[src/common/jts16b_math_pkg.sv]
// Shared bus struct, compare status union and register map of the math chips.
// Also holds the divider step count, window defaults and the byte-lane merge.
package jts16b_math_pkg;

    typedef struct packed {
        logic        as;    // One-cycle access strobe.
        logic [23:1] addr;  // Word address.
        logic [1:0]  dsn;   // Byte lanes, active low.
        logic        rnw;   // High for a read.
        logic [15:0] din;   // Write data.
    } cpu_bus_t;

    typedef struct packed {
        logic        below; // Value under the low bound.
        logic        above; // Value over the high bound.
        logic [13:0] zero;  // Always read as zero.
    } cmp_flags_t;

    // Status word, seen as flags by the compare logic and raw by the CPU.
    typedef union packed {
        logic [15:0] raw;
        cmp_flags_t  flags;
    } cmp_status_u;

    // 315-5248 multiplier map.
    localparam logic [3:0] mul_a  = 4'd0;
    localparam logic [3:0] mul_b  = 4'd1;
    localparam logic [3:0] mul_hi = 4'd2;
    localparam logic [3:0] mul_lo = 4'd3;

    // 315-5249 divider map.
    localparam logic [3:0] div_num_hi = 4'd0;
    localparam logic [3:0] div_num_lo = 4'd1;
    localparam logic [3:0] div_den    = 4'd2;
    localparam logic [3:0] div_start  = 4'd3;
    localparam logic [3:0] div_stat   = 4'd4;
    localparam logic [3:0] div_q_hi   = 4'd5;
    localparam logic [3:0] div_q_lo   = 4'd6;
    localparam logic [3:0] div_rem    = 4'd7;

    // 315-5250 compare/timer map.
    localparam logic [3:0] cmp_bound1    = 4'd0;
    localparam logic [3:0] cmp_bound2    = 4'd1;
    localparam logic [3:0] cmp_value     = 4'd2;
    localparam logic [3:0] cmp_stat      = 4'd3;
    localparam logic [3:0] cmp_hist      = 4'd4;
    localparam logic [3:0] cmp_value_alt = 4'd6;
    localparam logic [3:0] cmp_clamp     = 4'd7;
    localparam logic [3:0] cmp_sound     = 4'd15;

    localparam int          div_steps = 32;        // One quotient bit per cycle.
    localparam logic [15:0] open_bus  = 16'hFFFF;  // Nothing drives the bus.

    // Default windows, matched against addr[23:12].
    localparam logic [11:0] def_mul_base = 12'hC00;
    localparam logic [11:0] def_div_base = 12'hC01;
    localparam logic [11:0] def_cmp_base = 12'hC02;

    // Keeps the old byte where its lane is not enabled.
    function automatic logic [15:0] lane_merge(input logic [15:0] old_word,
                                               input logic [15:0] din,
                                               input logic [1:0]  dsn);
        lane_merge = {dsn[1] ? old_word[15:8] : din[15:8],
                      dsn[0] ? old_word[7:0]  : din[7:0]};
    endfunction

endpackage

[src/source/jts16b_bus_decode.sv]
// Address window decode into unit selects and write strobes.
// Registered read-data mux with open bus for unmapped reads.
module jts16b_bus_decode #(
    parameter logic [11:0] mul_base = jts16b_math_pkg::def_mul_base,
    parameter logic [11:0] div_base = jts16b_math_pkg::def_div_base,
    parameter logic [11:0] cmp_base = jts16b_math_pkg::def_cmp_base
) (
    input  logic                     clk,
    input  logic                     rst,
    input  jts16b_math_pkg::cpu_bus_t bus,
    input  logic [15:0]              mul_dout,
    input  logic [15:0]              div_dout,
    input  logic [15:0]              cmp_dout,
    output logic                     mul_cs,
    output logic                     div_cs,
    output logic                     cmp_cs,
    output logic                     mul_we,
    output logic                     div_we,
    output logic                     cmp_we,
    output logic [3:0]               reg_sel,
    output logic [15:0]              dout
);
    import jts16b_math_pkg::*;

    logic       wr;       // Write with at least one lane.
    logic       rd;       // Any other access.
    logic [2:0] rd_unit;  // One-hot {cmp, div, mul} of the last read.
    logic       rd_open;  // Last read hit no window.

    assign mul_cs  = bus.as && (bus.addr[23:12] == mul_base);
    assign div_cs  = bus.as && (bus.addr[23:12] == div_base);
    assign cmp_cs  = bus.as && (bus.addr[23:12] == cmp_base);
    assign wr      = !bus.rnw && (bus.dsn != 2'b11);
    assign rd      = bus.as && !wr;
    assign mul_we  = mul_cs && wr;
    assign div_we  = div_cs && wr;
    assign cmp_we  = cmp_cs && wr;
    assign reg_sel = bus.addr[4:1];   // Register index inside a window.

    always_ff @(posedge clk or posedge rst) begin
        if (rst) begin
            rd_unit <= '0;
            rd_open <= 1'b0;
        end else if (rd) begin
            rd_unit <= {cmp_cs, div_cs, mul_cs};
            rd_open <= !(mul_cs || div_cs || cmp_cs);
        end
    end

    // Units hold their read data, so the mux only needs the target.
    always_comb begin
        dout = '0;                          // No read since reset.
        if (rd_open)         dout = open_bus;
        else if (rd_unit[0]) dout = mul_dout;
        else if (rd_unit[1]) dout = div_dout;
        else if (rd_unit[2]) dout = cmp_dout;
    end

endmodule

[src/source/jts16b_multiplier.sv]
// 315-5248 style signed 16x16 multiplier.
// Two byte-lane operand registers and a registered 32-bit product.
module jts16b_multiplier (
    input  logic        clk,
    input  logic        rst,
    input  logic        cs,
    input  logic        we,
    input  logic [3:0]  reg_sel,
    input  logic [1:0]  dsn,
    input  logic [15:0] din,
    output logic [15:0] dout
);
    import jts16b_math_pkg::*;

    logic signed [15:0] op_a;     // First operand.
    logic signed [15:0] op_b;     // Second operand.
    logic signed [31:0] product;  // Follows the operands by one cycle.
    logic [15:0]        rd_data;

    always_comb begin
        case (reg_sel)
            mul_a:   rd_data = op_a;
            mul_b:   rd_data = op_b;
            mul_hi:  rd_data = product[31:16];
            mul_lo:  rd_data = product[15:0];
            default: rd_data = open_bus;     // Rest of the window is empty.
        endcase
    end

    always_ff @(posedge clk or posedge rst) begin
        if (rst) begin
            op_a    <= '0;
            op_b    <= '0;
            product <= '0;
            dout    <= '0;
        end else begin
            product <= op_a * op_b;          // Both operands signed.
            if (we) begin
                case (reg_sel)
                    mul_a:   op_a <= lane_merge(op_a, din, dsn);
                    mul_b:   op_b <= lane_merge(op_b, din, dsn);
                    default: ;               // Product words are read only.
                endcase
            end else if (cs) begin
                dout <= rd_data;
            end
        end
    end

endmodule

[src/compare/jts16b_timer.sv]
// 315-5250 style compare/timer block.
// Signed clamp with status word, in-range hit history and the sound latch.
module jts16b_timer (
    input  logic        clk,
    input  logic        rst,
    input  logic        cs,
    input  logic        we,
    input  logic [3:0]  reg_sel,
    input  logic [1:0]  dsn,
    input  logic [15:0] din,
    output logic [15:0] dout,
    output logic        snd_irq,
    output logic [7:0]  snd_data
);
    import jts16b_math_pkg::*;

    logic signed [15:0] bound1;      // Either bound may be the lower one.
    logic signed [15:0] bound2;
    logic signed [15:0] value;
    logic signed [15:0] lo_bound;
    logic signed [15:0] hi_bound;
    logic signed [15:0] clamp;       // Value pulled into the bounds.
    logic signed [15:0] clamp_next;
    cmp_status_u        stat;
    cmp_status_u        stat_next;
    logic [15:0]        hist;        // One bit per value write burst.
    logic [3:0]         hist_ptr;    // Next history bit.
    logic               written;     // Write seen last cycle.
    logic [15:0]        rd_data;

    assign lo_bound = (bound1 < bound2) ? bound1 : bound2;
    assign hi_bound = (bound1 > bound2) ? bound1 : bound2;

    // Below wins when the bounds are crossed by the value on both sides.
    always_comb begin
        stat_next.raw = '0;
        clamp_next    = value;
        if (value < lo_bound) begin
            stat_next.flags.below = 1'b1;    // Reads as 8000.
            clamp_next            = lo_bound;
        end else if (value > hi_bound) begin
            stat_next.flags.above = 1'b1;    // Reads as 4000.
            clamp_next            = hi_bound;
        end
    end

    always_comb begin
        case (reg_sel)
            cmp_bound1:    rd_data = bound1;
            cmp_bound2:    rd_data = bound2;
            cmp_value:     rd_data = value;
            cmp_stat:      rd_data = stat.raw;
            cmp_hist:      rd_data = hist;
            cmp_value_alt: rd_data = value;  // Alias of the value.
            cmp_clamp:     rd_data = clamp;
            default:       rd_data = open_bus;
        endcase
    end

    always_ff @(posedge clk or posedge rst) begin
        if (rst) begin
            bound1   <= '0;
            bound2   <= '0;
            value    <= '0;
            clamp    <= '0;
            stat     <= '0;
            hist     <= '0;
            hist_ptr <= '0;
            written  <= 1'b0;
            snd_irq  <= 1'b0;
            snd_data <= '0;
            dout     <= '0;
        end else begin
            clamp   <= clamp_next;           // Tracks bounds and value.
            stat    <= stat_next;
            written <= we;
            if (we) begin
                case (reg_sel)
                    cmp_bound1: bound1 <= lane_merge(bound1, din, dsn);
                    cmp_bound2: bound2 <= lane_merge(bound2, din, dsn);
                    cmp_value: begin
                        value <= lane_merge(value, din, dsn);
                        if (!written) begin
                            // Logs the status before this write.
                            hist[hist_ptr] <= (stat.raw == '0);
                            hist_ptr       <= hist_ptr + 4'd1;
                        end
                    end
                    cmp_hist: begin
                        hist     <= '0;      // Any write clears.
                        hist_ptr <= '0;
                    end
                    cmp_value_alt: value <= lane_merge(value, din, dsn);
                    cmp_sound: begin
                        snd_data <= din[7:0];
                        snd_irq  <= 1'b1;    // No acknowledge, held until reset.
                    end
                    default: ;
                endcase
            end else if (cs) begin
                dout <= rd_data;
            end
        end
    end

endmodule

[src/divide/jts16b_divider.sv]
// 315-5249 style unsigned 32/16 divider.
// Operand and result register banks around a restoring shift-subtract engine.
module jts16b_divider (
    input  logic        clk,
    input  logic        rst,
    input  logic        cs,
    input  logic        we,
    input  logic [3:0]  reg_sel,
    input  logic [1:0]  dsn,
    input  logic [15:0] din,
    output logic [15:0] dout
);
    import jts16b_math_pkg::*;

    localparam int cnt_w = $clog2(div_steps);

    // CPU side operands, free to change while the engine runs.
    logic [31:0]      num;
    logic [15:0]      den;
    // Engine state.
    logic [31:0]      q_work;      // Dividend shifting out, quotient in.
    logic [15:0]      r_work;      // Partial remainder.
    logic [15:0]      d_work;      // Divisor copy taken at start.
    logic             dz_work;
    logic [16:0]      r_shift;
    logic [17:0]      trial;
    logic             fits;        // Divisor fits, quotient bit is one.
    logic [31:0]      q_next;
    logic [15:0]      r_next;
    logic             busy;
    logic [cnt_w-1:0] step_cnt;    // Steps left after this one.
    logic             start;
    // Results.
    logic [31:0]      quo;
    logic [15:0]      rem;
    logic             dz;          // Last division had a zero divisor.
    logic [15:0]      rd_data;

    assign start = we && (reg_sel == div_start) && !busy;  // Ignored while busy.

    // One restoring step. A zero divisor always fits, which leaves all ones
    // in the quotient and the dividend low word in the remainder.
    always_comb begin
        r_shift = {r_work, q_work[31]};
        trial   = {1'b0, r_shift} - {2'b00, d_work};
        fits    = !trial[17];
        r_next  = fits ? trial[15:0] : r_shift[15:0];
        q_next  = {q_work[30:0], fits};
    end

    always_ff @(posedge clk) begin
        if (start) begin
            q_work  <= num;
            r_work  <= '0;
            d_work  <= den;
            dz_work <= (den == '0);
        end else if (busy) begin
            q_work <= q_next;
            r_work <= r_next;
        end
    end

    always_comb begin
        case (reg_sel)
            div_num_hi: rd_data = num[31:16];
            div_num_lo: rd_data = num[15:0];
            div_den:    rd_data = den;
            div_stat:   rd_data = {14'd0, dz, busy};
            div_q_hi:   rd_data = quo[31:16];
            div_q_lo:   rd_data = quo[15:0];
            div_rem:    rd_data = rem;
            default:    rd_data = open_bus;   // Start is write only.
        endcase
    end

    always_ff @(posedge clk or posedge rst) begin
        if (rst) begin
            num      <= '0;
            den      <= '0;
            busy     <= 1'b0;
            step_cnt <= '0;
            quo      <= '0;
            rem      <= '0;
            dz       <= 1'b0;
            dout     <= '0;
        end else begin
            if (start) begin
                busy     <= 1'b1;
                step_cnt <= cnt_w'(div_steps - 1);
            end else if (busy) begin
                step_cnt <= step_cnt - 1'b1;
                if (step_cnt == '0) begin
                    busy <= 1'b0;             // Last step lands in the results.
                    quo  <= q_next;
                    rem  <= r_next;
                    dz   <= dz_work;
                end
            end
            if (we) begin
                case (reg_sel)
                    div_num_hi: num[31:16] <= lane_merge(num[31:16], din, dsn);
                    div_num_lo: num[15:0]  <= lane_merge(num[15:0], din, dsn);
                    div_den:    den        <= lane_merge(den, din, dsn);
                    default: ;
                endcase
            end else if (cs) begin
                dout <= rd_data;
            end
        end
    end

endmodule

[src/source/jts16b_math.sv]
// Top level of the arithmetic helper chips.
// Bus decoder plus multiplier, divider and compare/timer units.
module jts16b_math #(
    parameter logic [11:0] mul_base = jts16b_math_pkg::def_mul_base,
    parameter logic [11:0] div_base = jts16b_math_pkg::def_div_base,
    parameter logic [11:0] cmp_base = jts16b_math_pkg::def_cmp_base
) (
    input  logic                      clk,
    input  logic                      rst,
    input  jts16b_math_pkg::cpu_bus_t bus,
    output logic [15:0]               dout,
    output logic                      snd_irq,
    output logic [7:0]                snd_data
);

    logic        mul_cs;
    logic        div_cs;
    logic        cmp_cs;
    logic        mul_we;
    logic        div_we;
    logic        cmp_we;
    logic [3:0]  reg_sel;     // Shared by all units.
    logic [15:0] mul_dout;
    logic [15:0] div_dout;
    logic [15:0] cmp_dout;

    jts16b_bus_decode #(
        .mul_base (mul_base),
        .div_base (div_base),
        .cmp_base (cmp_base)
    ) u_decode (
        .clk      (clk),
        .rst      (rst),
        .bus      (bus),
        .mul_dout (mul_dout),
        .div_dout (div_dout),
        .cmp_dout (cmp_dout),
        .mul_cs   (mul_cs),
        .div_cs   (div_cs),
        .cmp_cs   (cmp_cs),
        .mul_we   (mul_we),
        .div_we   (div_we),
        .cmp_we   (cmp_we),
        .reg_sel  (reg_sel),
        .dout     (dout)
    );

    jts16b_multiplier u_mul (
        .clk     (clk),
        .rst     (rst),
        .cs      (mul_cs),
        .we      (mul_we),
        .reg_sel (reg_sel),
        .dsn     (bus.dsn),
        .din     (bus.din),
        .dout    (mul_dout)
    );

    jts16b_divider u_div (
        .clk     (clk),
        .rst     (rst),
        .cs      (div_cs),
        .we      (div_we),
        .reg_sel (reg_sel),
        .dsn     (bus.dsn),
        .din     (bus.din),
        .dout    (div_dout)
    );

    jts16b_timer u_cmp (
        .clk      (clk),
        .rst      (rst),
        .cs       (cmp_cs),
        .we       (cmp_we),
        .reg_sel  (reg_sel),
        .dsn      (bus.dsn),
        .din      (bus.din),
        .dout     (cmp_dout),
        .snd_irq  (snd_irq),
        .snd_data (snd_data)
    );

endmodule

[config.mk]
export PLATFORM = sky130hd
export DESIGN_NAME = jts16b_math
export DESIGN_NICKNAME = d
export VERILOG_FILES = /design/src/common/jts16b_math_pkg.sv /design/src/source/jts16b_bus_decode.sv /design/src/source/jts16b_multiplier.sv /design/src/compare/jts16b_timer.sv /design/src/divide/jts16b_divider.sv /design/src/source/jts16b_math.sv
export SDC_FILE = /design/constraint.sdc
export NUM_CORES = 2
export LEC_CHECK = 0
export BUFFER_PORTS_ARGS = -buffer_cell sky130_fd_sc_hd__buf_4
export CAP_MARGIN = 20
export CORE_MARGIN = 1
export CORE_UTILIZATION = 35
export CTS_CLUSTER_SIZE = 16
export DETAILED_ROUTE_END_ITERATION = 8
export PLACE_DENSITY_LB_ADDON = 0.12
export SLEW_MARGIN = 20
export SYNTH_ARGS = -nofsm -noshare
export SYNTH_HDL_FRONTEND = slang
export SYNTH_HIERARCHICAL = 1
export SYNTH_SLANG_ARGS = --single-unit
[constraint.sdc]
create_clock -name clk -period 8.18 [get_ports clk]
set_clock_uncertainty 0.15 [all_clocks]
set_input_delay 0.818 -clock clk [delete_from_list [all_inputs] [get_ports clk]]
set_output_delay 0.818 -clock clk [all_outputs]
set_load 0.01 [all_outputs]
==> metrics.md <==
| Metric | Value |
|---|---|
| Post-synth EDFFs | between 40 and 50 |
| Vias in the first global route | 21748 |
| Mux share of post-synthesis cell area | approximately 8.5% |
| DR WL/cell | roughly 23 um |
| Peak VDD IR | between 0.1 and 0.15 mV |
| Multi-input logic area | roughly 17000 sq um |
| First-pass GRT wire length | 136700 um |
| Synthesis-to-layout area growth | 10.38% |
| CP Launch Type | flip-flop |
| Top cell type's share of synthesized area | 27.48% |
| Die footprint | between 80000 and 90000 sq um |
| Final GP Congestion | about 0.89 |
| Setup tns final | 0 ns |
| Slew headroom | a little over a quarter |
| Storage cell area | approximately 9700 sq um |
| Fin area | around 32000 sq um |
| Drt pass-1 iters | 9 |
| Gr ovfl total | 0 |
| Worst EP arrival | approximately 7.2 ns |
| Synth Register Bits | 380 |
| Pwr per Cell Area | ~130 nW/um^2 |
| Most area-hungry cell type in the Yosys netlist | dfrtp_1 |
| Syn Std Cell Area | 28690 sq um |
| R2R setup slack | around 1.3 ns |
| DR vias | approximately 21000 |
| Async S/R FF share, synth | about 83% |
| CTS Buf Count | 43 |
| # IOs | 70 |
| MaxCap Viol Count | 0 |
| Main synth FF type | dfrtp_1 |
| Post-DP HPWL | roughly 65000 um |
| CP endpoint kind | flip-flop |
| Seq/Total Area, Yosys | 33.72% |
| Synth Area in Simple Gates | a little over an eighth |
| Main combinational cell family by area after synthesis | adder cells |
| Via-to-Cell Ratio | roughly 5.4 |
| Avg Cell Area, Syn | a little over 10 sq um |
| Cells on worst reg2reg path | 17 |
| Crit. path cell count | 17 |
| Worst-path clk slew | about 0.06 ns |
| Worst EP required | ~8.5 ns |
| Failing checks | design-rule violations |
| Clk buf depth | 3 |
| Worst r2r src | u_mul/op_b[4]$_DFFE_PP0P_ |
| Critical-path top delay cell | dfrtp_1 |
| Largest net degree at the start of global routing | slightly above 80 |
| Most common cell after layout, fill and taps aside | inv_1 |
| Final setup margin | between 1 and 1.5 ns |
| Postcts setup bufs | 0 |
| Buf+Inv Stages, Crit Path | 3 |
| Synthesized net count | about 3200 |
| Worst slew pin tran | 1.102 ns |
| Status | finished with violations |
| RSZ-0062 raised after global routing | no |
| Cell Count, Final, Fillers Out | 3900 |
| # DRC | 2 |
| Synth Area in XOR/XNOR | between 1.5 and 2% |
| Post-layout min period | just under 7 ns |
| Initial Util | a little over a third |
| Wirelength, routed | around 90000 um |
| Num rows | about 100 |
| Setup WS pre-CTS | ~1.3 ns |
| Total GRT Usage | approximately 22% |
| Crit share post-route | between 80% and 90% |
| Layout cell share with drive strength beyond 1 | 13.91% |
| First DRT Iteration DRCs | ~1600 |
| Adder-Cell Fraction of Synth Area | 24.94% |
| Clk Latency, worst-skew pair | approximately 0.58 ns |
| Worst hold slack | around 0.065 ns |
| Clk sinks | 380 |
| Die W | roughly 290 um |
| Delay-heaviest family, CP | adder cells |
| Setup CP Type | flip-flop to flip-flop |
| Compound-gate portion of the synthesized area | 11.32% |
| HP Class | input pin to async pin |
| Nets | approximately 3300 |
| Top cells by area, synth | dfrtp_1 (27%), fa_1 (18%), mux2_2 (6.8%) |
| Setup-violating endpoint count in the final report | 0 |
| Post-CTS sizing | 0 |
| Commonest cells after routing, fill and taps aside | inv_1 (346), nand2_1 (339), dfrtp_1 (315) |
| Max incr delay on CP | roughly 0.86 ns |
| Post-DP Area | a little over 30000 sq um |
| Reg2reg end | u_mul/product[31]$_DFF_PP0_ |
| Fmax | 0.1455 GHz |
| CTS tree | yes |
| Number of cells after detailed placement | approximately 3800 |
| Fillers | between 7000 and 8000 |
| Synth Warn # | 6 |
| Leakage Power | approximately 15 nW |
| Most used cell, CP | fa_1 |
| Hold Buf Count CTS | 0 |
| Max FO, Critical Path | 18 |
| Power after layout | around 4 mW |
| Chip height | ~290 um |
| Crit path cell chain | nand2_1, fa_1, inv_1, fa_1, fa_1, fa_1, fa_1, inv_1, fa_1, inv_1, ha_1, and3_1, nand3_1, o41ai_1, o221ai_1, a211o_1, a211oi_1 |
| Final ANT Viol Nets | 0 |
| Clk root buf | clkbuf_16 |
| Final core occ | 39.18% |
| Hold Fails Final Rpt | 0 |
| Netlist cell types | slightly above 90 |
| Antenna violations before repair | 7 |
| H-tree levels | 2 |
| Mapped Cells | 2786 |
| Max-slew violation count | 0 |
| PortBufs | 62 |
| Core ar. | approximately 80000 sq um |
| Ant. Diodes | 0 |
-- cell usage after synthesis, types with 16 or more instances --
master    number
and2_1       125
a31oi_1       38
nor2b_1       17
dfxtp_1       16
ha_1         151
a22oi_1       76
o21ai_0       42
a221oi_1      33
mux2i_1       46
nor3_1        31
o31ai_1       30
a21oi_1       80
nand2_1      340
nand3_1       32
xnor2_1       34
dfrtp_1      315
or3_1         20
fa_1         263
nor2_1       140
o21a_1        24
o211ai_1      32
mux2_2       174
inv_1        349
edfxtp_1      49
nand2b_1      16
clkbuf_1      99
-- how the worst max path moves through the flow --
stage                              start                           to  slack (ns)
3_3_place_gp   u_mul/op_b[4]$_DFFE_PP0P_  u_mul/product[31]$_DFF_PP0_        1.32
4_1_cts        u_mul/op_b[4]$_DFFE_PP0P_  u_mul/product[31]$_DFF_PP0_        1.25
2_1_floorplan  u_mul/op_b[7]$_DFFE_PP0P_  u_mul/product[22]$_DFF_PP0_        1.99
6_report       u_mul/op_b[4]$_DFFE_PP0P_  u_mul/product[31]$_DFF_PP0_        1.31
3_5_place_dp   u_mul/op_b[4]$_DFFE_PP0P_  u_mul/product[31]$_DFF_PP0_        1.29
5_1_grt        u_mul/op_b[4]$_DFFE_PP0P_  u_mul/product[31]$_DFF_PP0_        0.84
-- flip-flops by register name, summed over array words and instances, names as in the netlist, 32 cells and up --
| register | flops |
|---|---|
| u_div/num | 32 |
| u_div/q_work | 32 |
| u_div/quo | 32 |
| u_mul/product | 32 |
-- layer usage --
layer / wire length, um / up-vias / GRT usage (%)
li1: - / 9478 / -
met1: 42570 / 10794 / 32.59
met2: 38730 / 587 / 32.99
met3: 4990 / 102 / 3.017
met4: 2094 / 2 / 5.688
met5: 13 / - / 0
-- cell families (layout without fill, tap and decap cells) --
group	after synthesis	in the layout
simple gates	789	789
buf+inv	476	530
compound gates	456	456
fa+ha+maj	414	414
flops	380	380
mux	222	222
xor+xnor	49	49
-- area by class of cell --
cell class                 count  area share, %
multi-input combinational   1930          54.23
sequential                   380          30.55
tap                         1060          4.189
inverter                     350          4.169
clock buffer                  58          3.734
timing repair buffer         104          2.478
clock inverter                18         0.6481
-- where the power goes --
group	switching (mW)	internal, mW
combinational	0.101	0.0256
clock	0.804	1.14
sequential	0.00280	1.91
-- worst register-to-register path, cell delays in order, from the launching register on --
cell and delay, ns:
dfrtp_1 0.86, nand2_1 0.31, fa_1 0.61, inv_1 0.07
fa_1 0.84, fa_1 0.54, fa_1 0.51, fa_1 0.49
inv_1 0.05, fa_1 0.48, inv_1 0.04, ha_1 0.33
and3_1 0.20, nand3_1 0.12, o41ai_1 0.39, o221ai_1 0.20
a211o_1 0.35, a211oi_1 0.22
(Power assumes the default switching activity.)
